<file path="config.mk">
export PLATFORM = sky130hd
export DESIGN_NAME = lead_zero_count
export DESIGN_NICKNAME = d
export VERILOG_FILES = /design/src/lead_zero_count.sv
export VERILOG_INCLUDE_DIRS = /design/src
export SDC_FILE = /design/constraint.sdc
export NUM_CORES = 1
export LEC_CHECK = 0
export ABC_CLOCK_PERIOD_IN_PS = 2600
export BUFFER_PORTS_ARGS = -buffer_cell sky130_fd_sc_hd__clkbuf_2
export CAP_MARGIN = 20
export CORE_MARGIN = 4
export CORE_UTILIZATION = 25
export DETAILED_ROUTE_END_ITERATION = 10
export GPL_TIMING_DRIVEN = 1
export PLACE_DENSITY = 0.7
export SETUP_SLACK_MARGIN = 0.05
export SLEW_MARGIN = 20
export SYNTH_ARGS = -nofsm -noshare
export SYNTH_HDL_FRONTEND = slang
export SYNTH_SLANG_ARGS = --single-unit
</file>
<file path="constraint.sdc">
create_clock -name vclk -period 2.6
set_input_delay 0.13 -clock vclk [all_inputs]
set_output_delay 0.13 -clock vclk [all_outputs]
set_load 0.005 [all_outputs]
</file>
<file path="src/fpu_add_params.svh">
`ifndef FPU_ADD_PARAMS_SVH
`define FPU_ADD_PARAMS_SVH

//////////////////////////////////////////////////////////////////////
// Working widths of the adder datapath
//////////////////////////////////////////////////////////////////////

// Hidden bit, fraction, then guard, round and sticky
`define FP_SWR 27
// Shift amount, enough for one full significand sweep
`define FP_EWR 5

//////////////////////////////////////////////////////////////////////
// IEEE single precision field widths
//////////////////////////////////////////////////////////////////////

`define FP_EXP_W 8
`define FP_MAN_W 23

`endif

</file>
<file path="src/lead_zero_count.sv">
`timescale 1ns/100ps

`include "fpu_add_params.svh"

module lead_zero_count (
  input  logic [`FP_SWR-1:0] value_i,
  output logic [`FP_EWR-1:0] count_o,
  output logic               zero_o
);

  localparam int unsigned SWR = `FP_SWR;
  localparam int unsigned EWR = `FP_EWR;

  //////////////////////////////////////////////////////////////////////
  // Priority encoder on the highest set bit
  //////////////////////////////////////////////////////////////////////

  always_comb begin
    // All zero gives the full width
    count_o = EWR'(SWR);
    // Upward scan, last hit is the leading one
    for (int i = 0; i < SWR; i++) begin
      if (value_i[i]) begin
        count_o = EWR'(SWR - 1 - i);
      end
    end
  end

  // Exact cancellation
  assign zero_o = ~|value_i;

endmodule

</file>
* Word level (Yosys, flattened, before mapping)
Index checks and enable logic that the tools add are counted.
** Word-level totals
- Flip-flop bits (word level) :: 0
- Input port bits :: 27
- Output and inout bits :: 6
- Word-level logic and storage cells :: 29
** Cells by class
- Multiplexer cells :: 27
- Reduce and logical (&&, ||, !) cells :: 2
** Operators with widths (number)
- $mux W5 :: 26
- $reduce_or A27 Y1 :: 1
- $logic_not A1 Y1 :: 1
- $mux W1 :: 1

* Depth between registers and ports, before layout
Gate-level depths: netlist of run 1.
- Depth in word-level cells :: 27
- Mapped depth :: 4
- Depth with buffers taken out :: 4

* Worst setup path after synthesis of run 1
No wires, ideal clock.
- Path kind :: in2out
- Start :: input port value_i[10]
- End :: output port zero_o
- Arrival :: 1.066 ns
- Data required time :: 2.470 ns
- Path slack :: 1.404 ns
- Cell stages on the path :: 3
- Path buffers :: 0
- Path through :: or4_4 -> nand2b_4 -> and4bb_1
** On the way
- Cells in the longest elaborated chain, start to end :: 2
** Ends and longest elaborated chain
- start: declaration :: RTL line lead_zero_count.sv:6 : input logic [`FP_SWR-1:0] value_i,
- $reduce_or A27 Y1 :: RTL line lead_zero_count.sv:30 : assign zero_o = ~|value_i;
- $logic_not A1 Y1 :: RTL line lead_zero_count.sv:30
- end: declaration :: RTL line lead_zero_count.sv:8 : output logic zero_o
Every way passes these cells.

* Worst setup path in the final report of run 1
- Start :: input port value_i[10]
- End :: output port count_o[2]
** On the way
- Cells in the longest elaborated chain, start to end :: 17
** Ends and longest elaborated chain
- $mux W5 (17 in a row) :: RTL line lead_zero_count.sv:23 : if (value_i[i]) begin
- end: declaration :: RTL line lead_zero_count.sv:7 : output logic [`FP_EWR-1:0] count_o,
Every way passes these cells.

==> flow_summary_export.csv, run 1 <==
group,metric,value,unit
placement,placed_cell_area,523,µm²
sta,fin_crit_sh,0.553,
setup_path,startpoint_type,"input port",
die,start_util,0.264,
global_route,track_usage,0.107,
sta,rsz0062_at_grt,"no",
yosys,avgSynthCellArea,6.65,µm²
routing,drt-pass1-iter-count,4,
setup_path,worstPathArrival,1.31,ns
sta,hold_viol,0,
clock_tree,cts_hold_buffers,0,
layout,drive_gt1_frac,0.440,
layout,register_area,0,µm²
die,pin_count,33,
yosys,yosysMostFrequentCell,"nor2_1",
yosys,synth_cell_type_count,27,
sta,period_minus_slack,1.44,ns
routing,wl_per_cell,11.6,µm
pwr,powerDensity,117,mW/mm²
global_route,antenna_found_initial,0,
yosys,synthTopCellsByCount,"9 x nor2_1, 4 x inv_1, 4 x nor4_1, 3 x a2111oi_0, 3 x nor3_1",
layout,final_nets,113,
routing,ant_nets,0,
layout,utilization,0.407,
setup_path,critical_path.cell_chain,"clkbuf_2 > or4_4 > o21ai_1 > nand3_1 > a21boi_1 > clkbuf_2",
routing,vias_per_cell,5.35,
setup_path,crit_slowest_cell,"or4_4",
run,drv_cap,0,
placement,hpwl,1070,µm
worst_hold_path,hp-class,"in2out",
layout,diodes,0,
setup_path,slowest_delay,0.54,ns
yosys,syn_nets,78,
yosys,netlist_area,339,µm²
clock_tree,post_cts_resize_count,0,
layout,design.seq.count,0,
sta,setup_viol,0,
routing,drtIter0Drc,5,
sta,fmax,695,MHz
pwr,ir_drop,35.9,µV
yosys,yosysTopAreaCellShare,0.0996,
run_status,status,"completed",
die,dieArea,0.00201,mm²
clock_tree,cts_setup_buffers,0,
layout,syn_to_final_growth,54.2,%
yosys,synth_top_cell_by_area,"nor2_1",
sta,max_slew_margin,0.756,
routing,vias,530,
sta,setup_tns,0,ns
routing,routed_wirelength,1150,µm
pwr,total_power,0.0611,mW
global_route,grt_pass1_wl,1730,µm
placement,gp_congestion,0.780,
global_route,grt_pass1_vias,441,
die,rows,13,
layout,clkbuf_count,0,
global_route,grt_remaining_overflow,0,
routing,drc,0,
die,die_h,44.8,µm
yosys,ys_seq_area_frac,0,
setup_path,worstSetupPathType,"in2out",
yosys,synth_area_leaders,"nor2_1 10%, a2111oi_0 7.7%, nor4_1 7.4%, nor4_4 6.3%, o31a_1 5.2%",
sta,slew_viol_final,0,
setup_path,crit_path_end_kind,"primary output",
yosys,synthCells,51,
sta,worst_slew_pin_slew,0.357,ns
setup_path,cp.required,2.47,ns
die,fp.dieW,44.8,µm
pwr,leakagePower,0.245,nW
worst_hold_path,whs_path_depth,3,
global_route,grt_max_degree,6,
setup_path,crit_path_max_fanout,4,
layout,fin_area,523,µm²
placement,io_buffers,33,
setup_path,cpMostUsedCell,"clkbuf_2",
yosys,yosysWarnings,0,
die,coreArea,0.00128,mm²
## metrics by stage
stage / setup WS [ns] / hold slack, ns / std cells
2_1_floorplan: 1.40 / 0.296 / 51
3_3_place_gp: 1.17 / 0.519 / 99
3_5_place_dp: 1.15 / 0.519 / 99
4_1_cts: 1.16 / 0.519 / 99
5_1_grt: 1.01 / 0.532 / 99
6_report: 1.16 / 0.516 / 99
## metal layers
metal  GRT usage  vias up  part of all wire
li1            -      275                 -
met1       0.152      239              0.44
met2       0.189       16              0.49
met3     0.00398        0             0.074
met4           0        0                 0
met5           0        -                 0
## cell type report
cell class / count / area, µm²
multi-input combinational: 47 / 324
inverter: 4 / 15.0
tap: 15 / 18.8
fill: 146 / 762
timing repair buffer: 33 / 165
## critical path, delay by kind of cell
family / cells / cell delay (ns)
AND/OR/NAND/NOR: 2 / 0.62
AO/OA/AOI/OAI: 2 / 0.31
buffers and inverters: 2 / 0.24
## placed cells by master, fill, tap and decap left out, types with 2 or more instances in the layout
cell type	synthesis	final
nand2_1	2	2
inv_1	4	4
o31a_1	2	2
a21oi_1	2	2
clkbuf_2	0	33
nor2b_1	2	2
nor3_1	3	3
a2111oi_0	3	3
nor2_1	9	9
nor4_1	4	4
nand2b_1	2	2
nand3_1	2	2
## cell families (layout without fill, tap and decap cells)
group,count (synthesis),after routing,share of synthesized area
buffers and inverters,4,37,0.0443
and+or+nand+nor,29,29,0.553
AOI/OAI and AO/OA,18,18,0.402
## path summary, 6_finish.rpt
path,slack [ns],start,endpoint
worst max-delay path,1.16,value_i[10],count_o[2]
worst min-delay path,0.52,value_i[26],count_o[1]
## power by group
group / switching [mW] / internal [mW] / total (mW)
Combinational: 0.0323 / 0.0289 / 0.0611
Sequential: 0 / 0 / 0
Clock: 0 / 0 / 0
Note: power is estimated with default switching activity, not from simulation.
==> run 2, diff against run 1 <==
- ABC_CLOCK_PERIOD_IN_PS: 2600 -> 1150
- PLACE_DENSITY: 0.7 -> 0.72
- clock period: 2.6 -> 1.15 ns (I/O delays scaled with it)
==> flow_summary_export.csv, run 2 (synthesized netlist as in run 1, its figures left out) <==
group,metric,value,unit
routing,drc,0,
pwr,internal-power,0.114,mW
sta,worst_slew_pin_slew,0.422,ns
worst_hold_path,hp-class,"in2out",
placement,dp_slack,-0.150,ns
layout,fin_area,752,µm²
sta,slew_viol_final,0,
routing,ant_nets,0,
sta,max_slew_margin,0.716,
run_status,violations,"setup timing",
setup_path,worstPathArrival,1.21,ns
sta,fin_crit_sh,1.10,
die,pin_count,33,
die,dieArea,0.00201,mm²
pwr,powerDensity,279,mW/mm²
routing,drt-pass1-iter-count,4,
layout,fill_cells,116,
pwr,p_seq_frac,0,
worst_hold_path,min_to,"count_o[1]",
setup_path,crit_path_max_fanout,4,
sta,setup_tns,-0.316,ns
pwr,comb_power_share,1.000,
sta,fmax,791,MHz
layout,diodes,0,
routing,routed_wirelength,1450,µm
layout,utilization,0.585,
setup_path,crit_path_end_kind,"primary output",
die,die_h,44.8,µm
setup_path,cp.required,1.09,ns
die,rows,13,
placement,gp_congestion,0.880,
sta,hold_viol,0,
global_route,grt_pass1_wl,2060,µm
placement,placed_cell_area,643,µm²
layout,fin_cells,117,
setup_path,startpoint_type,"input port",
global_route,grt_remaining_overflow,0,
layout,register_area,0,µm²
pwr,pwr-share-clk,0,
die,fp.dieW,44.8,µm
global_route,antenna_found_initial,0,
sta,setup_ws,-0.113,ns
routing,vias,600,
sta,rsz0062_at_grt,"yes",
layout,syn_to_final_growth,122,%
global_route,track_usage,0.131,
run,drv_cap,0,
placement,dpl.cell_count,115,
layout,drive_gt1_frac,0.627,
global_route,grt_max_degree,5,
pwr,leakagePower,0.354,nW
worst_hold_path,whs_path_depth,3,
sta,setup_viol,5,
layout,clkbuf_count,0,
placement,io_buffers,33,
routing,wl_per_cell,12.4,µm
worst_hold_path,min-delay-start,"value_i[26]",
pwr,ir_drop,168,µV
layout,final_cell_mix,"27 x clkbuf_2, 18 x buf_4, 7 x nor2_1",
placement,hpwl,1180,µm
die,coreArea,0.00128,mm²
sta,period_minus_slack,1.26,ns
routing,vias_per_cell,5.13,
pwr,power.switching,0.0955,mW
layout,final_nets,131,
setup_path,worstSetupPathType,"in2out",
pwr,p_sw_frac,0.455,
run_status,status,"finished with violations",
layout,design.seq.count,0,
die,start_util,0.264,
global_route,grt_pass1_vias,520,
routing,drtIter0Drc,8,
layout,final_common_cell,"clkbuf_2",
run 2: power by group through the flow:
| stage | registers, mW | clock network [mW] | logic (mW) |
|---|---|---|---|
| CTS | 0 | 0 | 0.188 |
| floorplan | 0 | 0 | 0.0488 |
| global route | 0 | 0 | 0.229 |
| finish | 0 | 0 | 0.210 |
| detailed placement | 0 | 0 | 0.175 |
| global placement | 0 | 0 | 0.171 |
run 2: area by class of cell:
class | count | area, µm² | share of cell area
repair buffers | 51 | 337 | 0.448
well taps | 15 | 18.8 | 0.0250
multi-input cells | 47 | 382 | 0.507
inverters | 4 | 15.0 | 0.0200
run 2: worst max-delay path: stages:
cell	delay (ns)
buf_8	0.10
or4_4	0.54
nand2b_4	0.15
and4bb_1	0.25
buf_2	0.11
run 2: routing by layer:
metal / up-vias / GRT usage / share of wire
met5: - / 0 / 0
met4: 0 / 0.0175 / 0.013
met3: 2 / 0 / 0.050
met2: 17 / 0.241 / 0.52
met1: 271 / 0.174 / 0.41
li1: 310 / - / -
run 2: worst max path at each step:
stage          depth (start not counted)         end   startpoint
6_report                               5      zero_o   value_i[7]
5_1_grt                                5      zero_o   value_i[7]
4_1_cts                                5      zero_o   value_i[9]
3_5_place_dp                           6  count_o[2]  value_i[10]
3_3_place_gp                           6  count_o[2]  value_i[10]
2_1_floorplan                          3      zero_o  value_i[10]
run 2: metrics by stage:
step | total power, mW | hold WS [ns]
after global routing | 0.229 | 0.413
after floorplan | 0.0488 | 0.151
final | 0.210 | 0.396
after CTS | 0.188 | 0.383
after detailed placement | 0.175 | 0.379
after global placement | 0.171 | 0.374
run 2: repair_timing:
action,in CTS,in global routing
hold buffers,0,0
endpoints found under the setup margin,6,6
pin swaps,10,6
buffers inserted,1,1
gates resized for setup,7,16
==> run 3, diff against run 2 <==
- ABC_CLOCK_PERIOD_IN_PS: 1150 -> 1020
- clock period: 1.15 -> 1.02 ns (I/O delays scaled with it)
==> flow_summary_export.csv, run 3 (synthesized netlist as in run 1, its figures left out) <==
group,metric,value,unit
global_route,antenna_found_initial,0,
layout,final_nets,135,
routing,drtIter0Drc,7,
run_status,violations,"setup timing",
routing,ant_nets,0,
layout,final_common_cell,"clkbuf_2",
sta,fmax,813,MHz
sta,fin_crit_sh,1.21,
layout,register_area,0,µm²
placement,gp_congestion,0.877,
clock_tree,cts_hold_buffers,0,
sta,rsz0062_at_grt,"yes",
die,coreArea,0.00128,mm²
die,die_h,44.8,µm
layout,design.seq.count,0,
layout,final_cell_mix,"24 x clkbuf_2, 22 x buf_4, 7 x nor2_1",
setup_path,startpoint_type,"input port",
global_route,grt_pass1_vias,567,
global_route,track_usage,0.141,
sta,setup_tns,-0.913,ns
pwr,p_seq_frac,0,
sta,worst_hold_slack,0.487,ns
layout,fin_area,788,µm²
sta,period_minus_slack,1.23,ns
die,start_util,0.264,
layout,syn_to_final_growth,132,%
placement,dp_slack,-0.288,ns
layout,clkbuf_count,0,
routing,wl_per_cell,13.9,µm
pwr,powerDensity,330,mW/mm²
routing,vias,643,
die,fp.dieW,44.8,µm
worst_hold_path,hp-class,"in2out",
die,rows,13,
global_route,grt_remaining_overflow,0,
sta,setup_viol,5,
placement,hpwl,1320,µm
pwr,pwr-share-clk,0,
setup_path,crit_path_end_kind,"primary output",
sta,hold_viol,0,
routing,vias_per_cell,5.31,
sta,max_slew_margin,0.742,
pwr,p_sw_frac,0.473,
pwr,internal-power,0.137,mW
setup_path,worstPathArrival,1.18,ns
routing,drt-pass1-iter-count,4,
pwr,comb_power_share,1.000,
layout,diodes,0,
global_route,grt_max_degree,5,
setup_path,slowest_delay,0.53,ns
pwr,ir_drop,185,µV
placement,io_buffers,33,
pwr,total_power,0.260,mW
sta,setup_ws,-0.210,ns
pwr,power.switching,0.123,mW
sta,slew_viol_final,0,
setup_path,cp.required,0.97,ns
sta,worst_slew_pin_slew,0.383,ns
die,pin_count,33,
pwr,leakagePower,0.372,nW
run_status,status,"finished with violations",
routing,drc,0,
setup_path,crit_path_max_fanout,3,
die,dieArea,0.00201,mm²
setup_path,crit_slowest_cell,"or4_4",
setup_path,worstSetupPathType,"in2out",
global_route,grt_pass1_wl,2230,µm
run,drv_cap,0,
routing,routed_wirelength,1690,µm
layout,drive_gt1_frac,0.660,
setup_path,critical_path.cell_chain,"buf_6 > or4_4 > nand2b_4 > and4bb_1 > buf_2",
placement,placed_cell_area,688,µm²
run 3: final cells by class:
cell class | count | area [µm²]
inverters | 4 | 15.0
fillers | 123 | 497
repair buffers | 55 | 355
well taps | 15 | 18.8
multi-input cells | 47 | 399
run 3: power groups by stage:
stage	Sequential, mW	Combinational, mW	Clock (mW)
after CTS	0	0.224	0
after floorplan	0	0.0549	0
after global placement	0	0.209	0
after detailed placement	0	0.217	0
final	0	0.260	0
after global routing	0	0.281	0
run 3: path summary, 6_finish.rpt:
kind                endpoint  depth (start not counted)   startpoint
hold / removal    count_o[2]                          4  value_i[22]
setup / recovery      zero_o                          5   value_i[9]
run 3: critical path: cells and delay by family:
family,cells,cell delay (ns)
buffers and inverters,2,0.21
and+or+nand+nor,3,0.92
run 3: layer usage:
| metal | share of wire | up-vias | wire, µm | track usage |
|---|---|---|---|---|
| li1 | - | 325 | - | - |
| met1 | 0.35 | 287 | 597 | 0.160 |
| met2 | 0.56 | 25 | 944 | 0.275 |
| met3 | 0.055 | 6 | 93 | 0.0159 |
| met4 | 0.030 | 0 | 50 | 0.0351 |
| met5 | 0 | - | 0 | 0 |
run 3: repair_timing:
item,4_1_cts,5_1_grt
endpoints found under the setup margin,6,6
pin swaps,1,5
buffers inserted,0,0
resized for setup,3,28
gates cloned,0,0
run 3: metrics by stage:
| step | std cells | utilization |
|---|---|---|
| detailed placement | 121 | 0.536 |
| CTS | 121 | 0.545 |
| global route | 121 | 0.613 |
| finish | 121 | 0.613 |
| floorplan | 51 | - |
| global placement | 121 | 0.536 |
