==> config.mk <==
export PLATFORM = sky130hd
export DESIGN_NAME = fadd_sequencer
export DESIGN_NICKNAME = d
export VERILOG_FILES = /design/src/fpu_add_pkg.sv /design/src/fadd_sequencer.sv
export VERILOG_INCLUDE_DIRS = /design/src
export SDC_FILE = /design/constraint.sdc
export NUM_CORES = 1
export LEC_CHECK = 0
export ABC_AREA = 1
export BUFFER_PORTS_ARGS = -buffer_cell sky130_fd_sc_hd__buf_2
export CORE_AREA = 3 3 158 160
export CTS_CLUSTER_DIAMETER = 60
export DETAILED_ROUTE_END_ITERATION = 7
export DIE_AREA = 0 0 161 163
export PLACE_DENSITY = 0.69
export SETUP_SLACK_MARGIN = 0.15
export SLEW_MARGIN = 20
export SYNTH_ARGS = -nofsm -noshare
export SYNTH_HDL_FRONTEND = slang
export SYNTH_SLANG_ARGS = --single-unit
==> constraint.sdc <==
create_clock -name clk -period 4.8 [get_ports clk]
set_clock_uncertainty 0.05 [all_clocks]
set_input_delay 0.96 -clock clk [delete_from_list [all_inputs] [get_ports clk]]
set_output_delay 0.96 -clock clk [all_outputs]
set_load 0.05 [all_outputs]
==> src/fpu_add_params.svh <==
`ifndef FPU_ADD_PARAMS_SVH
`define FPU_ADD_PARAMS_SVH

//////////////////////////////////////////////////////////////////////
// Working widths of the adder datapath
//////////////////////////////////////////////////////////////////////

// Hidden bit, fraction, then guard, round and sticky
`define FP_SWR 27
// Shift amount, enough for one full significand sweep
`define FP_EWR 5

//////////////////////////////////////////////////////////////////////
// IEEE single precision field widths
//////////////////////////////////////////////////////////////////////

`define FP_EXP_W 8
`define FP_MAN_W 23

`endif

==> src/fpu_add_pkg.sv <==
`include "fpu_add_params.svh"

package fpu_add_pkg;

  //////////////////////////////////////////////////////////////////////
  // Float word and shifter request
  //////////////////////////////////////////////////////////////////////

  // Single precision word, sign on top
  typedef struct packed {
    logic                 sign;
    logic [`FP_EXP_W-1:0] exp;
    logic [`FP_MAN_W-1:0] frac;
  } fp_word_t;

  // Direction select of the shared shifter
  typedef enum logic {
    SHIFT_RIGHT = 1'b0,
    SHIFT_LEFT  = 1'b1
  } shift_dir_e;

  // One shift job, 34 bits in all
  typedef struct packed {
    logic [`FP_SWR-1:0] data;
    logic [`FP_EWR-1:0] amount;
    shift_dir_e         dir;
    logic               fill;
  } shift_req_t;

  //////////////////////////////////////////////////////////////////////
  // Opcodes and control states
  //////////////////////////////////////////////////////////////////////

  typedef enum logic {
    OP_ADD = 1'b0,
    OP_SUB = 1'b1
  } fadd_op_e;

  // Sequencer states, one cycle each apart from idle
  typedef enum logic [2:0] {
    S_IDLE,
    S_ALIGN,
    S_ADD,
    S_NORM,
    S_PACK
  } fadd_state_e;

endpackage

==> src/fadd_sequencer.sv <==
`timescale 1ns/100ps

`include "fpu_add_params.svh"

module fadd_sequencer (
  input  logic                    clk,
  input  logic                    rst_n_i,
  input  logic                    start_i,
  input  fpu_add_pkg::fadd_op_e   op_i,
  input  fpu_add_pkg::fp_word_t   a_i,
  input  fpu_add_pkg::fp_word_t   b_i,
  input  fpu_add_pkg::fp_word_t   big_i,
  input  fpu_add_pkg::fp_word_t   small_i,
  input  logic [`FP_EWR-1:0]      exp_diff_i,
  input  logic                    sticky_i,
  input  logic                    eff_sub_i,
  input  logic [`FP_SWR-1:0]      shift_data_i,
  input  logic [`FP_SWR:0]        sum_i,
  input  logic [`FP_EWR-1:0]      lz_count_i,
  input  logic                    lz_zero_i,
  output fpu_add_pkg::fp_word_t   op_a_o,
  output fpu_add_pkg::fp_word_t   op_b_o,
  output fpu_add_pkg::fadd_op_e   op_o,
  output fpu_add_pkg::shift_req_t shift_req_o,
  output logic [`FP_SWR-1:0]      big_sig_o,
  output logic [`FP_SWR-1:0]      small_sig_o,
  output logic                    eff_sub_o,
  output logic [`FP_SWR-1:0]      norm_val_o,
  output fpu_add_pkg::fp_word_t   result_o,
  output logic                    busy_o,
  output logic                    done_o
);

  localparam int unsigned SWR    = `FP_SWR;
  localparam int unsigned EWR    = `FP_EWR;
  localparam int unsigned MW     = `FP_MAN_W;
  localparam int unsigned GRS    = SWR - MW - 1;
  // Two spare bits catch overflow and underflow
  localparam int unsigned EXP_XW = `FP_EXP_W + 2;
  localparam logic signed [EXP_XW-1:0] EXP_INF = (1 << `FP_EXP_W) - 1;

  fpu_add_pkg::fadd_state_e state_q;
  fpu_add_pkg::fp_word_t    op_a_q;
  fpu_add_pkg::fp_word_t    op_b_q;
  fpu_add_pkg::fadd_op_e    op_q;
  fpu_add_pkg::fp_word_t    result_q;
  fpu_add_pkg::fp_word_t    pack_word;
  logic                     done_q;
  logic [SWR-1:0]           big_sig_q;
  logic [SWR-1:0]           small_sig_q;
  logic [SWR-1:0]           norm_q;
  logic [SWR-1:0]           small_sig_full;
  logic [EWR-1:0]           align_amt;
  logic                     eff_sub_q;
  logic                     sign_q;
  logic                     zero_q;
  logic signed [EXP_XW-1:0] exp_q;

  //////////////////////////////////////////////////////////////////////
  // Shared shifter request
  //////////////////////////////////////////////////////////////////////

  assign small_sig_full = {|small_i.exp, small_i.frac, {GRS{1'b0}}};
  // Anything past the width shifts to zero, sticky covers the rest
  assign align_amt = (exp_diff_i > EWR'(SWR)) ? EWR'(SWR) : exp_diff_i;

  always_comb begin
    shift_req_o.data   = small_sig_full;
    shift_req_o.amount = '0;
    shift_req_o.dir    = fpu_add_pkg::SHIFT_RIGHT;
    shift_req_o.fill   = 1'b0;
    case (state_q)
      fpu_add_pkg::S_ALIGN: begin
        shift_req_o.amount = align_amt;
      end
      fpu_add_pkg::S_NORM: begin
        // Leading one back to the hidden bit position
        shift_req_o.data   = norm_q;
        shift_req_o.amount = lz_count_i;
        shift_req_o.dir    = fpu_add_pkg::SHIFT_LEFT;
      end
      default: begin
      end
    endcase
  end

  //////////////////////////////////////////////////////////////////////
  // Control FSM
  //////////////////////////////////////////////////////////////////////

  always_ff @(posedge clk or negedge rst_n_i) begin
    if (!rst_n_i) begin
      state_q  <= fpu_add_pkg::S_IDLE;
      done_q   <= 1'b0;
      result_q <= '0;
    end else begin
      done_q <= 1'b0;
      case (state_q)
        fpu_add_pkg::S_IDLE:  if (start_i) state_q <= fpu_add_pkg::S_ALIGN;
        fpu_add_pkg::S_ALIGN: state_q <= fpu_add_pkg::S_ADD;
        fpu_add_pkg::S_ADD:   state_q <= fpu_add_pkg::S_NORM;
        fpu_add_pkg::S_NORM:  state_q <= fpu_add_pkg::S_PACK;
        fpu_add_pkg::S_PACK: begin
          state_q  <= fpu_add_pkg::S_IDLE;
          done_q   <= 1'b1;
          result_q <= pack_word;
        end
        default: state_q <= fpu_add_pkg::S_IDLE;
      endcase
    end
  end

  // Working registers, one step per state
  always_ff @(posedge clk) begin
    case (state_q)
      fpu_add_pkg::S_IDLE: begin
        if (start_i) begin
          op_a_q <= a_i;
          op_b_q <= b_i;
          op_q   <= op_i;
        end
      end
      fpu_add_pkg::S_ALIGN: begin
        big_sig_q   <= {|big_i.exp, big_i.frac, {GRS{1'b0}}};
        // Dropped bits folded into the LSB
        small_sig_q <= {shift_data_i[SWR-1:1], shift_data_i[0] | sticky_i};
        eff_sub_q   <= eff_sub_i;
        sign_q      <= big_i.sign;
        exp_q       <= {2'b00, big_i.exp};
      end
      fpu_add_pkg::S_ADD: begin
        if (sum_i[SWR]) begin
          // Carry out, keep top bits and fold the lost one
          norm_q <= {sum_i[SWR:2], sum_i[1] | sum_i[0]};
          exp_q  <= exp_q + 1'b1;
        end else begin
          norm_q <= sum_i[SWR-1:0];
        end
      end
      fpu_add_pkg::S_NORM: begin
        norm_q <= shift_data_i;
        exp_q  <= exp_q - {{(EXP_XW-EWR){1'b0}}, lz_count_i};
        zero_q <= lz_zero_i;
      end
      default: begin
      end
    endcase
  end

  //////////////////////////////////////////////////////////////////////
  // Pack with truncation
  //////////////////////////////////////////////////////////////////////

  always_comb begin
    pack_word.sign = sign_q;
    pack_word.exp  = exp_q[`FP_EXP_W-1:0];
    pack_word.frac = norm_q[SWR-2 -: MW];
    // Cancellation or underflow gives +0
    if (zero_q || exp_q[EXP_XW-1] || (exp_q == '0)) begin
      pack_word = '0;
    end else if (exp_q >= EXP_INF) begin
      // Signed infinity
      pack_word.exp  = '1;
      pack_word.frac = '0;
    end
  end

  assign op_a_o      = op_a_q;
  assign op_b_o      = op_b_q;
  assign op_o        = op_q;
  assign big_sig_o   = big_sig_q;
  assign small_sig_o = small_sig_q;
  assign eff_sub_o   = eff_sub_q;
  assign norm_val_o  = norm_q;
  assign result_o    = result_q;
  assign done_o      = done_q;
  assign busy_o      = (state_q != fpu_add_pkg::S_IDLE);

  // Completion strobe lasts one cycle
  a_done_pulse: assert property (@(posedge clk) disable iff (!rst_n_i)
    done_o |=> !done_o);

  // FSM always in a known state once out of reset
  a_state_known: assert property (@(posedge clk) disable iff (!rst_n_i)
    !$isunknown(state_q));

endmodule

[Word-level counts from Yosys, hierarchy flattened]
Index checks and enable logic that the tools add are counted.
Storage, ports and cells
  bits in registers: 192
  output and inout port bits: 215
Operators by class
  $add $sub $neg: 2
  order comparisons: 2
  mux-type cells: 14
  equality and inequality tests: 6
  bitwise operators: 2
  reductions and logical operators: 11
Operators by type and width (count)
  31-bit 2-to-1 mux: 2
  27-bit 2-to-1 mux: 2
  27-bit one-hot mux with 2 select lines: 1
  10-bit one-hot mux with 3 select lines: 1
  8-bit OR reduction: 2
  3-bit one-hot mux with 4 select lines: 1
  10-bit by 1-bit adder with 10-bit output, second input constant: 1
  10-bit by 9-bit >= comparator with 1-bit output, second input constant: 1
  10-bit zero test: 1
  10-bit 2-to-1 mux: 1
  5-bit one-hot mux with 2 select lines: 1
  10-bit by 5-bit subtractor with 10-bit output: 1
  3-bit by 2-bit == test with 1-bit output, second input constant: 2
  3-bit nonzero test: 2
  5-bit greater-than comparator, second input constant: 1
  5-bit 2-to-1 mux: 1
  2-bit != test, second input constant: 2
  2-bit AND reduction: 2
  3-bit by 1-bit == test with 1-bit output, second input constant: 1
  3-bit == test, second input constant: 1
  3-bit zero test: 1
  1-bit 2-to-1 mux: 3
  3-bit 2-to-1 mux: 1
  1-bit logical OR: 2
  other kinds (2): 3

[Logic depth before layout (Yosys ltp)]
  word-level depth: 3
  depth in mapped cells: 17

[Least setup slack after synthesis]
OpenSTA, ideal clock, no wires.
  kind: reg-to-output
  start: reg state_q[2]
  end: out shift_req_o[4] (netlist name)
  stages on the path, launching flop included: 6
  arrival time: 4.518 ns
  required time: 3.790 ns
  path slack: -0.728 ns
  path through: dfrtp_1 inv_2 nand2_1 nor2_1 inv_1 o31ai_1
RTL lines
  from (decl): RTL line fadd_sequencer.sv:42  | fpu_add_pkg::fadd_state_e state_q;
  from (signal assigned): RTL line fadd_sequencer.sv:93  | state_q <= fpu_add_pkg::S_IDLE;
  from (signal assigned): RTL line fadd_sequencer.sv:99  | fpu_add_pkg::S_IDLE: if (start_i) state_q <= fpu_add_pkg::S_ALIGN;
  from (signal assigned): RTL line fadd_sequencer.sv:100  | fpu_add_pkg::S_ALIGN: state_q <= fpu_add_pkg::S_ADD;
  to (decl): RTL line fadd_sequencer.sv:24  | output fpu_add_pkg::shift_req_t shift_req_o,

==> flow_summary.toml <==
[run_status]
run_status = "finished clean"

[detailed_routing]
avgViaCountPerCell = 4.64
wl_per_cell_microns = 18.0
vias = 6471
first_pass_iters = 7
drc = 0
drt-initial-drc-count = 595
routed_wirelength_microns = 25100
ant_nets = 0

[grt]
grt_use_total = 0.183
first_global_vias = 6123
grt_pass1_wl_microns = 36000
grt_max_degree = 66
grt_antenna_before_repair = 2
grt_overflow = 0

[placed_design]
place_hpwl_microns = 19400
place_area_sq_mm = 0.0101
portBuffers = 409
pre_cts_ws_ns = 1.63
gp_congestion = 0.877

[cells_and_area]
final_util = 0.453
fin_nets = 1270
fill_cells = 2254
area_growth_pct = 38.5
drive_gt1_frac = 0.434
fin_area_sq_mm = 0.0107
num_antenna_cells = 0

[die]
die_w_microns = 161
dieArea_sq_mm = 0.0262
die_y_microns = 163
core_area_sq_mm = 0.0235
rows = 56
ios = 415
start_util = 0.327

[hold_path]
whs_path_depth = 2
holdPathEnd = "result_o[31]"
hp-class = "flip-flop to flip-flop"
hold_start = "sign_q"

[worst_setup_path]
crit_arrival_ns = 2.36
reg2reg_from = "state_q[1]"
worstPathMaxFanout = 22
end_kind = "output pin"
crit_slowest_cell = "dfrtp_1"
critPathLaunchType = "flip-flop"
r2r_cells = 13
path_class = "flip-flop to output pin"
reg2reg_to = "exp_q[8]"
cp.required_ns = 3.79
rrSetupSlack_ns = 1.85
max_stage_delay_ns = 0.55
path_cells = "nand3_4, inv_2, buf_4, nand2_1, o31ai_1, buf_2"

[cts]
worst_skew_pair.late_latency_ns = 0.43
cts_sinks = 192
post_cts_resized = 0
clkTransAtPathRegs_ns = 0.07
cts_made_buffers = 17
clock-root-buffer = "clkbuf_16"
htree_levels = 4
cts_setup_buffers = 0
postCtsHoldBufs = 0
cts_tree = "done"
clk_path_buf_depth = 2

[pwr]
p_leak_nw = 5.08
vdd_ir_drop_max_mv = 0.340
p_per_area_mw_per_mm2 = 777

[synthesis]
syn_area_per_cell_sq_um = 11.8
synth_cell_type_count = 35
netlist_area_sq_mm = 0.00771
synth_edf_count = 156
synth-seq-cells = 192
yosysWarningCount = 0
syn_inst = 655
async_flop_share = 0.188
synth_ff_type = "edfxtp_1"
synth_seq_area_share = 0.725

[timing]
finalCritPeriodShare = 0.703
tightestPinTransition_ns = 0.867
worst_slack_ns = 1.43
finalSetupViolations = 0
fin_crit_ns = 3.37
rsz0062_at_grt = "no"
slew_headroom = 0.422
fmaxAchievable_ghz = 0.296
fin_tns_setup_ns = 0
slew_violations = 0
hold_viol_final = 0

[flow_run]
max_cap_viol_count = 0
## cells in the mapped netlist, types with 3 or more instances
cell type	n	area [sq um]
a21oi_1	6	30.0
a31oi_1	28	175
buf_2	8	40.0
buf_4	7	52.6
buf_6	3	33.8
clkbuf_1	13	48.8
dfrtp_1	36	901
edfxtp_1	156	4680
ha_1	5	62.6
inv_1	26	97.6
inv_2	6	22.5
nand2_1	225	845
nand2_2	3	18.8
nand3_1	31	155
nand4_1	5	31.3
nor2_1	47	176
nor3_1	3	15.0
nor4_1	4	25.0
o21ai_0	21	105
xor2_1	4	35.0
## cell usage in the layout, fill, tap and decap left out, types with 2 or more instances in the layout
master / count
buf_2: 409
nand4_1: 5
nand2_4: 2
inv_2: 6
o21ai_1: 2
conb_1: 4
ha_1: 5
inv_1: 26
a21oi_1: 6
a31oi_1: 28
buf_4: 9
inv_8: 2
xor2_1: 4
nand3_1: 31
nor3_1: 3
inv_6: 5
clkbuf_16: 17
nor2_1: 45
edfxtp_1: 156
nor4_1: 4
or2_2: 2
nand2_2: 3
clkinv_1: 3
o21ai_0: 21
nor2_4: 3
dfrtp_1: 36
clkinv_8: 4
nand2_1: 225
## flip-flops by register name (all words and copies together), names as in the netlist
register,flops
zero_q,1
op_b_o,32
op_o,1
state_q,3
small_sig_o,27
norm_val_o,27
exp_q,10
done_o,1
result_o,32
big_sig_o,24
op_a_o,32
eff_sub_o,1
sign_q,1
## cell families after synthesis
family	after synthesis	synth area share
XOR/XNOR	4	0.00454
AND/OR/NAND/NOR	325	0.172
buffers and inverters	64	0.0388
flip-flops	192	0.725
AO/OA/AOI/OAI	63	0.0489
other	1	0.000487
adder cells (fa/ha/maj)	6	0.0107
## worst max-delay path by stage
| stage | slack, ns | from | cells past startpoint | to |
|---|---|---|---|---|
| after global routing | 1.29 | state_q[2] | 7 | shift_req_o[4] |
| after detailed placement | 1.63 | exp_diff_i[4] | 6 | shift_req_o[3] |
| after global placement | 1.64 | exp_diff_i[4] | 6 | shift_req_o[3] |
| after CTS | 1.42 | state_q[2] | 7 | shift_req_o[4] |
| after floorplan | 0.26 | state_q[2] | 5 | shift_req_o[4] |
| final | 1.43 | state_q[1] | 6 | shift_req_o[4] |
## worst max-delay path: cells and delay by family, from the launching register on
| kind | cells | cell delay (ns) |
|---|---|---|
| AOI/OAI and AO/OA | 1 | 0.06 |
| buffers and inverters | 3 | 1.04 |
| DFF | 1 | 0.55 |
| and+or+nand+nor | 2 | 0.27 |
## routing by layer
| metal | global-route usage | vias to the layer above | part of all wire | wire length [microns] |
|---|---|---|---|---|
| met5 | 0 | - | 0.0011 | 27 |
| met4 | 0.0649 | 4 | 0.026 | 654 |
| met3 | 0.0542 | 52 | 0.083 | 2080 |
| met2 | 0.308 | 347 | 0.48 | 12100 |
| met1 | 0.226 | 3008 | 0.41 | 10200 |
| li1 | - | 3060 | - | - |
## per-stage QoR
stage	instances	total power, W	hold slack [ns]
after floorplan	658	0.00581	0.368
after global placement	1364	0.00689	0.379
after detailed placement	1364	0.00694	0.402
after CTS	1396	0.00836	0.410
after global routing	1396	0.00868	0.442
final	1396	0.00829	0.416
## where the power goes
group | internal, W | switching, W
clock network | 0.000702 | 0.000711
registers | 0.00252 | 0.000382
logic | 0.000770 | 0.00320
total | 0.00400 | 0.00429
## cell type report
cell class,count,area [sq um],area share
Timing Repair Buffer,418,2110,0.198
Clock inverter,15,164,0.0154
Inverter,33,124,0.0116
Multi-Input combinational cell,402,1860,0.174
Sequential cell,192,5590,0.523
Clock buffer,17,425,0.0399
Tap cell,319,399,0.0374
(Power assumes the default switching activity.)
