==> src/fpu_add_params.svh <==
`ifndef FPU_ADD_PARAMS_SVH
`define FPU_ADD_PARAMS_SVH

//////////////////////////////////////////////////////////////////////
// Working widths of the adder datapath
//////////////////////////////////////////////////////////////////////

// Hidden bit, fraction, then guard, round and sticky
`define FP_SWR 27
// Shift amount, enough for one full significand sweep
`define FP_EWR 5

//////////////////////////////////////////////////////////////////////
// IEEE single precision field widths
//////////////////////////////////////////////////////////////////////

`define FP_EXP_W 8
`define FP_MAN_W 23

`endif

==> src/fpu_add_pkg.sv <==
`include "fpu_add_params.svh"

package fpu_add_pkg;

  //////////////////////////////////////////////////////////////////////
  // Float word and shifter request
  //////////////////////////////////////////////////////////////////////

  // Single precision word, sign on top
  typedef struct packed {
    logic                 sign;
    logic [`FP_EXP_W-1:0] exp;
    logic [`FP_MAN_W-1:0] frac;
  } fp_word_t;

  // Direction select of the shared shifter
  typedef enum logic {
    SHIFT_RIGHT = 1'b0,
    SHIFT_LEFT  = 1'b1
  } shift_dir_e;

  // One shift job, 34 bits in all
  typedef struct packed {
    logic [`FP_SWR-1:0] data;
    logic [`FP_EWR-1:0] amount;
    shift_dir_e         dir;
    logic               fill;
  } shift_req_t;

  //////////////////////////////////////////////////////////////////////
  // Opcodes and control states
  //////////////////////////////////////////////////////////////////////

  typedef enum logic {
    OP_ADD = 1'b0,
    OP_SUB = 1'b1
  } fadd_op_e;

  // Sequencer states, one cycle each apart from idle
  typedef enum logic [2:0] {
    S_IDLE,
    S_ALIGN,
    S_ADD,
    S_NORM,
    S_PACK
  } fadd_state_e;

endpackage

==> src/exp_compare.sv <==
`timescale 1ns/100ps

`include "fpu_add_params.svh"

module exp_compare (
  input  fpu_add_pkg::fp_word_t a_i,
  input  fpu_add_pkg::fp_word_t b_i,
  input  fpu_add_pkg::fadd_op_e op_i,
  output fpu_add_pkg::fp_word_t big_o,
  output fpu_add_pkg::fp_word_t small_o,
  output logic [`FP_EWR-1:0]    exp_diff_o,
  output logic                  sticky_o,
  output logic                  eff_sub_o
);

  localparam int unsigned SWR = `FP_SWR;
  localparam int unsigned EWR = `FP_EWR;
  localparam int unsigned MW  = `FP_MAN_W;
  // Guard, round and sticky slots below the fraction
  localparam int unsigned GRS = SWR - MW - 1;

  fpu_add_pkg::fp_word_t a_clean;
  fpu_add_pkg::fp_word_t b_clean;
  logic                  a_is_big;
  logic [`FP_EXP_W-1:0]  diff_full;
  logic [SWR-1:0]        small_sig;
  logic [2**EWR-1:0]     drop_mask;

  always_comb begin
    // Exponent zero means zero, fraction ignored
    a_clean = a_i;
    b_clean = b_i;
    if (a_i.exp == '0) a_clean.frac = '0;
    if (b_i.exp == '0) b_clean.frac = '0;
    // Subtract as add of the negated b
    if (op_i == fpu_add_pkg::OP_SUB) b_clean.sign = ~b_i.sign;

    // Order by magnitude, exponent first then fraction
    a_is_big = {a_clean.exp, a_clean.frac} >= {b_clean.exp, b_clean.frac};
    big_o    = a_is_big ? a_clean : b_clean;
    small_o  = a_is_big ? b_clean : a_clean;

    // Distance, saturated at the shifter range
    diff_full  = big_o.exp - small_o.exp;
    exp_diff_o = (|diff_full[`FP_EXP_W-1:EWR]) ? '1 : diff_full[EWR-1:0];

    // Bits that fall off the bottom during alignment
    small_sig = {|small_o.exp, small_o.frac, {GRS{1'b0}}};
    drop_mask = ~({(2**EWR){1'b1}} << exp_diff_o);
    sticky_o  = |(small_sig & drop_mask[SWR-1:0]);

    eff_sub_o = a_clean.sign ^ b_clean.sign;
  end

endmodule

==> config.mk <==
export PLATFORM = sky130hd
export DESIGN_NAME = exp_compare
export DESIGN_NICKNAME = d
export VERILOG_FILES = /design/src/fpu_add_pkg.sv /design/src/exp_compare.sv
export VERILOG_INCLUDE_DIRS = /design/src
export SDC_FILE = /design/constraint.sdc
export NUM_CORES = 1
export LEC_CHECK = 0
export BUFFER_PORTS_ARGS = -buffer_cell sky130_fd_sc_hd__buf_2
export CAP_MARGIN = 20
export CORE_MARGIN = 2
export CORE_UTILIZATION = 40
export DETAILED_ROUTE_END_ITERATION = 10
export PLACE_DENSITY = 0.73
export SLEW_MARGIN = 20
export SYNTH_ARGS = -nofsm -noshare
export SYNTH_HDL_FRONTEND = slang
export SYNTH_SLANG_ARGS = --single-unit
==> constraint.sdc <==
create_clock -name vclk -period 11.6
set_input_delay 2.32 -clock vclk [all_inputs]
set_output_delay 2.32 -clock vclk [all_outputs]
set_load 0.05 [all_outputs]
### Word-level counts from Yosys, hierarchy flattened

Index checks and enable logic that the tools add are counted.

| word-level totals | value |
|---|---|
| bits in registers | 0 |
| input bits | 65 |
| output and inout bits | 71 |
| word-level logic and storage cells | 18 |

| operators by class | value |
|---|---|
| add/sub/neg operators | 1 |
| magnitude comparators | 1 |
| shift operators | 1 |
| mux-type cells | 6 |
| bitwise operators | 4 |
| reduce and logical (&&, ||, !) cells | 5 |

Operators with widths:

| kind | number |
|---|---|
| 32-bit 2-to-1 mux | 2 |
| 23-bit 2-to-1 mux | 2 |
| 32-bit by 5-bit left shift with 27-bit output, first input constant | 1 |
| 31-bit >= comparator | 1 |
| 27-bit bitwise AND | 1 |
| 27-bit inverter | 1 |
| 27-bit OR reduction | 1 |
| 8-bit logical NOT | 2 |
| 8-bit OR reduction | 1 |
| 8-bit subtractor | 1 |
| 5-bit 2-to-1 mux | 1 |
| 3-bit OR reduction | 1 |
| 1-bit 2-to-1 mux | 1 |
| 1-bit inverter | 1 |
| 1-bit XOR | 1 |

### Logic depth before layout (Yosys ltp)

Gate-level depths: netlist of the first run.

| depth | value |
|---|---|
| depth after elaboration | 11 |
| depth in mapped cells | 29 |
| depth with buffers taken out | 24 |

### Least setup slack after synthesis of the first run

OpenSTA, ideal clock, no wires.

| path | value |
|---|---|
| path kind | input to output |
| start | input port a_i[29] (netlist bit) |
| end | output port sticky_o |
| arrival | 9.080 ns |
| data required time | 9.280 ns |
| setup slack | 0.200 ns |
| cell stages on the path | 27 |
| path buffers | 6 |
| cell sequence | nor4_1 > nand3b_1 > clkbuf_1 > clkbuf_1 > and2_1 > ha_1 > a21o_1 > a221o_1 > a221oi_2 > o211a_1 > buf_2 > nand2_1 > buf_2 > clkbuf_1 > o21ai_0 > nand2b_1 > ha_1 > o21ai_0 > a21oi_1 > o211ai_1 > a2111oi_0 > a211oi_1 > or3_1 > clkbuf_1 > a22o_1 > a211oi_1 > o2111ai_1 |

RTL lines:

| what | RTL line | text |
|---|---|---|
| from (decl) | exp_compare.sv:6 | `input fpu_add_pkg::fp_word_t a_i,` |
| to (decl) | exp_compare.sv:12 | `output logic sticky_o,` |

### Worst setup path in the final report of the first run

| path | value |
|---|---|
| start | input port b_i[25] (netlist bit) |
| end | output port sticky_o |

| between the ends | value |
|---|---|
| longest elaborated chain between the ends | 11 |
| elaborated cells between the ends (all ways) | 13 |
| classes of those cells | 1 x add/sub; 1 x order compare; 1 x shift; 4 x mux; 2 x bitwise; 4 x reduce/logical |

Ends and longest elaborated chain:

| what | RTL line | text |
|---|---|---|
| from (decl) | exp_compare.sv:7 | `input fpu_add_pkg::fp_word_t b_i,` |
| 8-bit logical NOT | exp_compare.sv:34 | `if (b_i.exp == '0) b_clean.frac = '0;` |
| 23-bit 2-to-1 mux | exp_compare.sv:34 |  |
| 31-bit >= comparator | exp_compare.sv:39 | `a_is_big = {a_clean.exp, a_clean.frac} >= {b_clean.exp, b_clean.frac};` |
| 32-bit 2-to-1 mux, on equally long branches | exp_compare.sv:40, exp_compare.sv:41 |  |
| 8-bit subtractor | exp_compare.sv:44 | `diff_full = big_o.exp - small_o.exp;` |
| 3-bit OR reduction | exp_compare.sv:45 | `` exp_diff_o = (\|diff_full[`FP_EXP_W-1:EWR]) ? '1 : diff_full[EWR-1:0]; `` |
| 5-bit 2-to-1 mux | exp_compare.sv:45 |  |
| 32-bit by 5-bit left shift with 27-bit output | exp_compare.sv:49 | `drop_mask = ~({(2**EWR){1'b1}} << exp_diff_o);` |
| 27-bit inverter | exp_compare.sv:49 |  |
| 27-bit bitwise AND (*) | exp_compare.sv:50 | `sticky_o = \|(small_sig & drop_mask[SWR-1:0]);` |
| 27-bit OR reduction (*) | exp_compare.sv:50 |  |

Mark *: on every way between the ends. The rest lies on a longest branch, timed or not.

==> qor.txt, run 1 <==
antenna violations before repair: 0
required time worst endpoint: 9.28 ns
Final Wtd Congestion: 0.892
share of the synthesized area in the top cell type: 14.4%
critical path class: in2out
Mapped Area: 2780 um2
RSZ-0062 raised after global routing: false
achievable clock frequency: 94.9 MHz
Via density: 6.07
initial core utilization: 41.1%
Routed Wire Length: 10700 um
GR Overflow Total: 0
Post-DRT Antenna Nets: 0
DRT Pass-1 Iters: 5
Vias: 3931
largest net degree at the start of global routing: 46
drt initial violations: 172
Synth Warn #: 0
setup slack after placement: 1.15 ns
# DRC: 0
Final Cycle Share: 90.9%
most common cell in the netlist: nand2_1
Max-slew headroom: 52.0%
clkbuf count: 0
Fillers: 703
Yosys cell types: 66
num sequential: 0
post-synth top area cell: ha_1
IO Pins: 136
Final Hold Violating Endpoints: 0
synth cell count leaders: 89 x nand2_1, 79 x o21ai_0, 32 x ha_1, 26 x clkbuf_1, 25 x and2_1
fin crit period: 10.54 ns
cells after synthesis: 458
CP max FO: 20
ranking of synthesized cells by area: ha_1 14%, o21ai_0 14%, nand2_1 12%, and2_1 5.6%, clkbuf_1 3.5%
PortBufs: 136
core area: 6760 um2
Synth-to-Final Area Change: 25.3%
outcome: finished, final reports clean
All-Layer GR Usage: 26.4%
Worst-Margin Slew: 0.712 ns
nature of the critical path startpoint: primary input
maximum VDD drop: 0.0000429 V
Core Rows: 30
HPWL after DPL: 8450 um
Power Density: 91.2 nW/um2
Final Slew Violations: 0
post-CTS setup buffer count: 0
worst path arrival time: 8.22 ns
Syn Area/Cell: 6.06 um2
final setup violation count: 0
DR WL/cell: 16.5 um
maxcap violations: 0
post-CTS sizing: 0
number of global-route vias before repair: 3532
Die ar.: 7630 um2
ant diodes: 0
first-pass GRT wire length: 16800 um
worst hold path class: in2out
final setup TNS: 0 ns
die span in x: 87.3 um
leakage power: 1.71 nW
nets: 667
final setup margin: 1.06 ns
sequential cell area: 0 um2
hold buffers post-CTS: 0
Crit. End Element: output port
syn nets: 555
die height: 87.3 um
layout cells sized above 1: 28.0%
post-synthesis sequential area ratio: 0%
[cells by family after synthesis]
logic type	share of synthesized area, %
adders and majority gates	14.4
buffers and inverters	8.06
muxes	1.17
AOI/OAI and AO/OA	40.2
xor gates and xnor gates	0.946
and+or+nand+nor	35.2
[worst paths after layout]
path / start / end / cells past startpoint
worst max-delay path: b_i[25] / sticky_o / 26
worst min-delay path: a_i[31] / eff_sub_o / 3
[report_power, final]
group	switching [mW]	internal, mW	total (mW)
Combinational	0.232	0.0850	0.317
Clock	0	0	0
Sequential	0	0	0
[per-stage QoR]
stage / utilization (%) / instance area, um2 / hold WS, ns / instances / total power, mW
detailed placement: 51.5 / 3480 / 5.02 / 648 / 0.315
CTS: 51.5 / 3480 / 5.02 / 648 / 0.316
global route: 51.5 / 3480 / 5.06 / 648 / 0.339
finish: 51.5 / 3480 / 5.02 / 648 / 0.317
global placement: 51.5 / 3480 / 5.01 / 648 / 0.312
floorplan: - / 2780 / 4.92 / 458 / 0.239
[worst max-delay path: stages]
cell,delay (ns)
buf_2,0.12
nor4_1,0.42
nand3_1,0.49
buf_4,0.38
nand2_1,0.12
ha_1,0.25
a21oi_1,0.15
o21ai_0,0.12
a221oi_1,0.51
a211oi_1,0.23
nor2_4,0.25
nand2_1,0.07
o21ai_0,0.10
nand2b_1,0.09
ha_1,0.21
nand2_1,0.07
a31oi_1,0.10
o31a_1,0.26
or3_1,0.31
a22oi_1,0.17
a211oi_1,0.10
nor4_1,0.41
a32oi_1,0.12
nor4_1,0.40
o2111ai_1,0.18
buf_2,0.25
[placed cells by master (no fill, tap or decap), types with 4 or more instances in the layout]
cell type	instances
buf_2	136
nand2_1	88
inv_1	17
ha_1	32
or3_1	4
nand2b_1	10
nand4_1	4
a21o_1	5
nor2_1	13
nor3_1	8
o31a_1	6
o21ai_0	79
nor4_1	5
a211oi_1	9
buf_4	9
o221ai_1	4
nand3_1	17
o211ai_1	5
o31ai_1	5
and2_1	25
nor2b_1	5
a21oi_1	16
a22oi_1	4
[layout make-up]
| type | instances | area (um2) | share of cell area [%] |
|---|---|---|---|
| inverter | 19 | 71.3 | 2.05 |
| timing repair buffer | 145 | 748 | 21.5 |
| multi-input combinational | 404 | 2560 | 73.6 |
| tap | 80 | 100 | 2.88 |
[layer usage]
metal	GRT usage [%]	wire length, um
met1	35.1	4560
met2	46.9	5210
met3	1.33	737
met4	5.31	182
met5	0	0
No activity file was read; power rests on OpenSTA's default activity.
==> run 2, diff against run 1 <==
--- a/config.mk
+++ b/config.mk
@@ -11,7 +11,7 @@
 export CORE_MARGIN = 2
 export CORE_UTILIZATION = 40
 export DETAILED_ROUTE_END_ITERATION = 10
-export PLACE_DENSITY = 0.73
+export PLACE_DENSITY = 0.76
 export SLEW_MARGIN = 20
 export SYNTH_ARGS = -nofsm -noshare
 export SYNTH_HDL_FRONTEND = slang
==> constraint.sdc (replaced) <==
create_clock -name vclk -period 8.7
set_input_delay 1.74 -clock vclk [all_inputs]
set_output_delay 1.74 -clock vclk [all_outputs]
set_load 0.05 [all_outputs]
==> qor.txt, run 2 (same netlist as run 1, synthesis figures left out) <==
achievable clock frequency: 117 MHz
Routed Wire Length: 11600 um (+8.7%)
final setup TNS: 0 ns (unchanged)
RSZ-0062 raised after global routing: true
Fillers: 662 (-5.8%)
first-pass GRT wire length: 17300 um (+3.2%)
Crit. End Element: output port
max incr delay on CP: 0.41 ns (-0.10 ns)
Logic pwr share: 100.0% (about the same)
setup slack after placement: 0.0187 ns (-1.13 ns)
number of global-route vias before repair: 3734 (+5.7%)
Internal: 133 uW (+56%)
Crit path buffers/inverters: 4 (+1)
most common cell after layout, fill and taps aside: buf_2
Final Cycle Share: 98.5%
hold buffers post-CTS: 0 (unchanged)
Die ar.: 7630 um2 (unchanged)
worst hold path class: in2out
CP max FO: 13 (-35%)
Post-DRT Antenna Nets: 0 (unchanged)
HPWL after DPL: 8960 um (+6.0%)
DRT Pass-1 Iters: 5 (unchanged)
worst path arrival time: 6.83 ns (-1.39 ns)
Post-Layout Cell Count: 675 (+4.2%)
most frequent cells in the layout: 135 x buf_2, 86 x nand2_1, 74 x o21ai_0, 32 x buf_4, 28 x ha_1
drt initial violations: 262 (+52%)
required time worst endpoint: 6.96 ns (-2.32 ns)
# DRC: 0 (unchanged)
Hold Path Depth: 3 (unchanged)
leakage power: 1.89 nW (+11%)
Final Cell Area: 3960 um2 (+14%)
maximum VDD drop: 0.0000658 V (+53%)
All-Layer GR Usage: 27.5% (+1.1 points)
Vias: 4140 (+5.3%)
Slowest-stage cell, CP: or3_1
Via density: 6.13 (+1.1%)
hold_sp: a_i[31]
die span in x: 87.3 um (unchanged)
largest net degree at the start of global routing: 64 (+39%)
layout cells sized above 1: 36.1% (+8.1 points)
Worst-Margin Slew: 0.897 ns (+0.185 ns)
IO Pins: 136 (unchanged)
GR Overflow Total: 0 (unchanged)
sequential cell area: 0 um2 (unchanged)
DR WL/cell: 17.2 um (+4.4%)
Final Slew Violations: 0 (unchanged)
placed insts: 672 (+3.7%)
Power Density: 117 nW/um2 (+28%)
outcome: finished, final reports clean
final setup margin: 0.127 ns (-0.934 ns)
maxcap violations: 0 (unchanged)
Max-slew headroom: 40.1% (-12 points)
initial core utilization: 41.1% (unchanged)
switching power: 329 uW (+41%)
Worst Hold End: eff_sub_o
num sequential: 0 (unchanged)
nature of the critical path startpoint: primary input
final setup violation count: 0 (unchanged)
antenna violations before repair: 0 (unchanged)
share of power burned in registers: 0% (unchanged)
ant diodes: 0 (unchanged)
PortBufs: 136 (unchanged)
Core Rows: 30 (unchanged)
Cell Area, Placed: 3830 um2 (+10%)
clkbuf count: 0 (unchanged)
core area: 6760 um2 (unchanged)
cell family with the largest share of critical-path delay: compound AO/OA/AOI/OAI gates
Final Wtd Congestion: 0.981 (+9.9%)
Sw Share: 71.2% (-2.0 points)
Synth-to-Final Area Change: 42.6%
Final Hold Violating Endpoints: 0 (unchanged)
nets: 694 (+4.0%)
critical path class: in2out
die height: 87.3 um (unchanged)
clock share of power: 0% (unchanged)
fin crit period: 8.57 ns
## run 2: worst max path at each step
stage                  from  cells past startpoint  slack [ns]       end
floorplan           a_i[24]                     27       -0.05  sticky_o
global placement    a_i[24]                     28        0.15  sticky_o
detailed placement  a_i[24]                     28        0.02  sticky_o
CTS                 b_i[25]                     29        0.04  sticky_o
global route        a_i[29]                     29       -0.11  sticky_o
finish              a_i[29]                     27        0.13  sticky_o
## run 2: timing repair
item | in CTS | in global routing
setup endpoints to repair | 1 | 3
gates cloned | 0 | 1
pin swaps | 0 | 12
resized for setup | 1 | 19
hold endpoints to repair | 0 | 0
setup buffers | 0 | 2
## run 2: per-stage QoR
stage | hold slack, ns | power [mW] | util (%)
finish | 3.85 | 0.462 | 58.6
global route | 3.87 | 0.490 | 58.6
CTS | 3.85 | 0.450 | 56.8
detailed placement | 3.85 | 0.448 | 56.8
global placement | 3.85 | 0.444 | 56.8
floorplan | 3.66 | 0.334 | -
## run 2: power groups by stage
stage / Clock [mW] / Combinational [mW] / Sequential (mW)
finish: 0 / 0.462 / 0
global placement: 0 / 0.444 / 0
floorplan: 0 / 0.334 / 0
detailed placement: 0 / 0.448 / 0
CTS: 0 / 0.450 / 0
global route: 0 / 0.490 / 0
## run 2: area by class of cell
type                            instances  area [um2]  share of cell area, %
Inverter                               19        71.3                   1.80
Tap cell                               80         100                   2.53
Timing Repair Buffer                  172        1000                   25.3
Multi-Input combinational cell        404        2790                   70.3
## run 2: per-layer routing
metal,vias up,part of all wire [%],GRT usage (%)
met5,-,0,0
met3,32,8.4,2.37
met1,1890,39,33.3
li1,1972,-,-
met4,0,3.2,10.3
met2,246,50,49.9
==> run 3, diff against run 2 <==
--- a/config.mk
+++ b/config.mk
@@ -11,8 +11,7 @@
 export CORE_MARGIN = 2
 export CORE_UTILIZATION = 40
 export DETAILED_ROUTE_END_ITERATION = 10
-export PLACE_DENSITY = 0.76
-export SLEW_MARGIN = 20
+export PLACE_DENSITY = 0.73
 export SYNTH_ARGS = -nofsm -noshare
 export SYNTH_HDL_FRONTEND = slang
 export SYNTH_SLANG_ARGS = --single-unit
==> constraint.sdc (replaced) <==
create_clock -name vclk -period 9.1
set_input_delay 1.82 -clock vclk [all_inputs]
set_output_delay 1.82 -clock vclk [all_outputs]
set_load 0.05 [all_outputs]
==> qor.txt, run 3 (same netlist as run 1, synthesis figures left out) <==
antenna violations before repair: 0 (unchanged)
Final Cycle Share: 96.4%
most frequent cells in the layout: 135 x buf_2, 87 x nand2_1, 76 x o21ai_0, 31 x ha_1, 25 x and2_1
final setup violation count: 0 (unchanged)
maximum VDD drop: 0.0000637 V (-3.3%)
core area: 6760 um2 (unchanged)
most frequent CP cell: buf_4
Final Hold Violating Endpoints: 0 (unchanged)
Worst-Margin Slew: 0.838 ns (-0.0585 ns)
Routed Wire Length: 10700 um (-8.3%)
fin crit period: 8.77 ns
required time worst endpoint: 7.28 ns (+0.32 ns)
die span in x: 87.3 um (unchanged)
worst path arrival time: 6.95 ns (+0.12 ns)
achievable clock frequency: 114 MHz
final setup margin: 0.327 ns (+0.200 ns)
Crit. End Element: output port
critical path class: in2out
Max-slew headroom: 44.0% (+3.9 points)
sequential cell area: 0 um2 (unchanged)
outcome: finished, final reports clean
Fillers: 707 (+6.8%)
first-pass GRT wire length: 16700 um (-3.4%)
Slowest-stage cell, CP: a2111oi_1
leakage power: 1.76 nW (-7.0%)
Final Slew Violations: 0 (unchanged)
number of global-route vias before repair: 3574 (-4.3%)
Synth-to-Final Area Change: 32.6%
die height: 87.3 um (unchanged)
maxcap violations: 0 (unchanged)
DRT Pass-1 Iters: 5 (unchanged)
most common cell after layout, fill and taps aside: buf_2
Final Wtd Congestion: 0.934 (-4.8%)
Worst Setup SP: a_i[29]
Via density: 6.13 (about the same)
setup slack after placement: 0.149 ns (+0.130 ns)
layout cells sized above 1: 31.7% (-4.4 points)
GR Overflow Total: 0 (unchanged)
final setup TNS: 0 ns (unchanged)
cell family with the largest share of critical-path delay: compound AO/OA/AOI/OAI gates
ant diodes: 0 (unchanged)
DR WL/cell: 16.3 um (-5.4%)
# DRC: 0 (unchanged)
initial core utilization: 41.1% (unchanged)
nature of the critical path startpoint: primary input
Power Density: 114 nW/um2 (-2.1%)
Setup crit end: sticky_o
Die ar.: 7630 um2 (unchanged)
Final Hold Slack: 4.02 ns (+0.172 ns)
num sequential: 0 (unchanged)
IO Pins: 136 (unchanged)
Crit path buffers/inverters: 4 (unchanged)
HPWL after DPL: 8460 um (-5.6%)
CP max FO: 7 (-6)
Post-DRT Antenna Nets: 0 (unchanged)
All-Layer GR Usage: 26.3% (-1.2 points)
clkbuf count: 0 (unchanged)
Core Rows: 30 (unchanged)
largest net degree at the start of global routing: 66 (+3.1%)
post-layout util: 54.5% (-4.1 points)
Pwr Total: 421 uW (-8.9%)
nets: 673 (-3.0%)
worst hold path class: in2out
max incr delay on CP: 0.34 ns (-0.07 ns)
Vias: 4008 (-3.2%)
drt initial violations: 223 (-15%)
Levels on crit path: 27 (unchanged)
PortBufs: 136 (unchanged)
==> run 3: changes by cell type in the layout (fill, tap and decap cells not counted), sizes merged <==
cell,change
buf,-20
clkbuf,-1
==> run 3: repair_timing <==
action / 4_1_cts / 5_1_grt
setup buffers: 0 / 1
endpoints found under the setup margin: 0 / 5
hold buffers: 0 / 0
gates resized for setup: 0 / 14
==> run 3: metal layers <==
metal / up-vias / share of wire (%) / global-route usage [%]
li1: 1932 / - / -
met1: 1860 / 43 / 35.1
met2: 200 / 48 / 47.0
met3: 16 / 7.8 / 1.71
met4: 0 / 1.6 / 4.34
met5: - / 0 / 0
==> run 3: worst min path at each step <==
stage	startpoint	to	cells after the start
after CTS	a_i[31]	eff_sub_o	3
after global routing	a_i[31]	eff_sub_o	3
after detailed placement	a_i[31]	eff_sub_o	3
after floorplan	a_i[23]	big_o[23]	2
final	a_i[31]	eff_sub_o	3
after global placement	a_i[31]	eff_sub_o	3
==> run 3: through the flow <==
stage / instance area (um2) / std cells
floorplan: 2920 / 458
global placement: 3620 / 653
detailed placement: 3620 / 653
CTS: 3620 / 653
global route: 3680 / 654
finish: 3680 / 654
==> run 3: where the power goes <==
group | switching (mW) | leakage, nW | internal (mW) | total [mW]
clock | 0 | 0 | 0 | 0
combinational | 0.305 | 1.76 | 0.115 | 0.421
sequential | 0 | 0 | 0 | 0
==> run 3: area by class of cell <==
cell class,instances,area (um2),area share [%]
Multi-Input combinational cell,404,2700,73.3
Timing Repair Buffer,151,812,22.0
Tap cell,80,100,2.72
Inverter,19,71.3,1.94
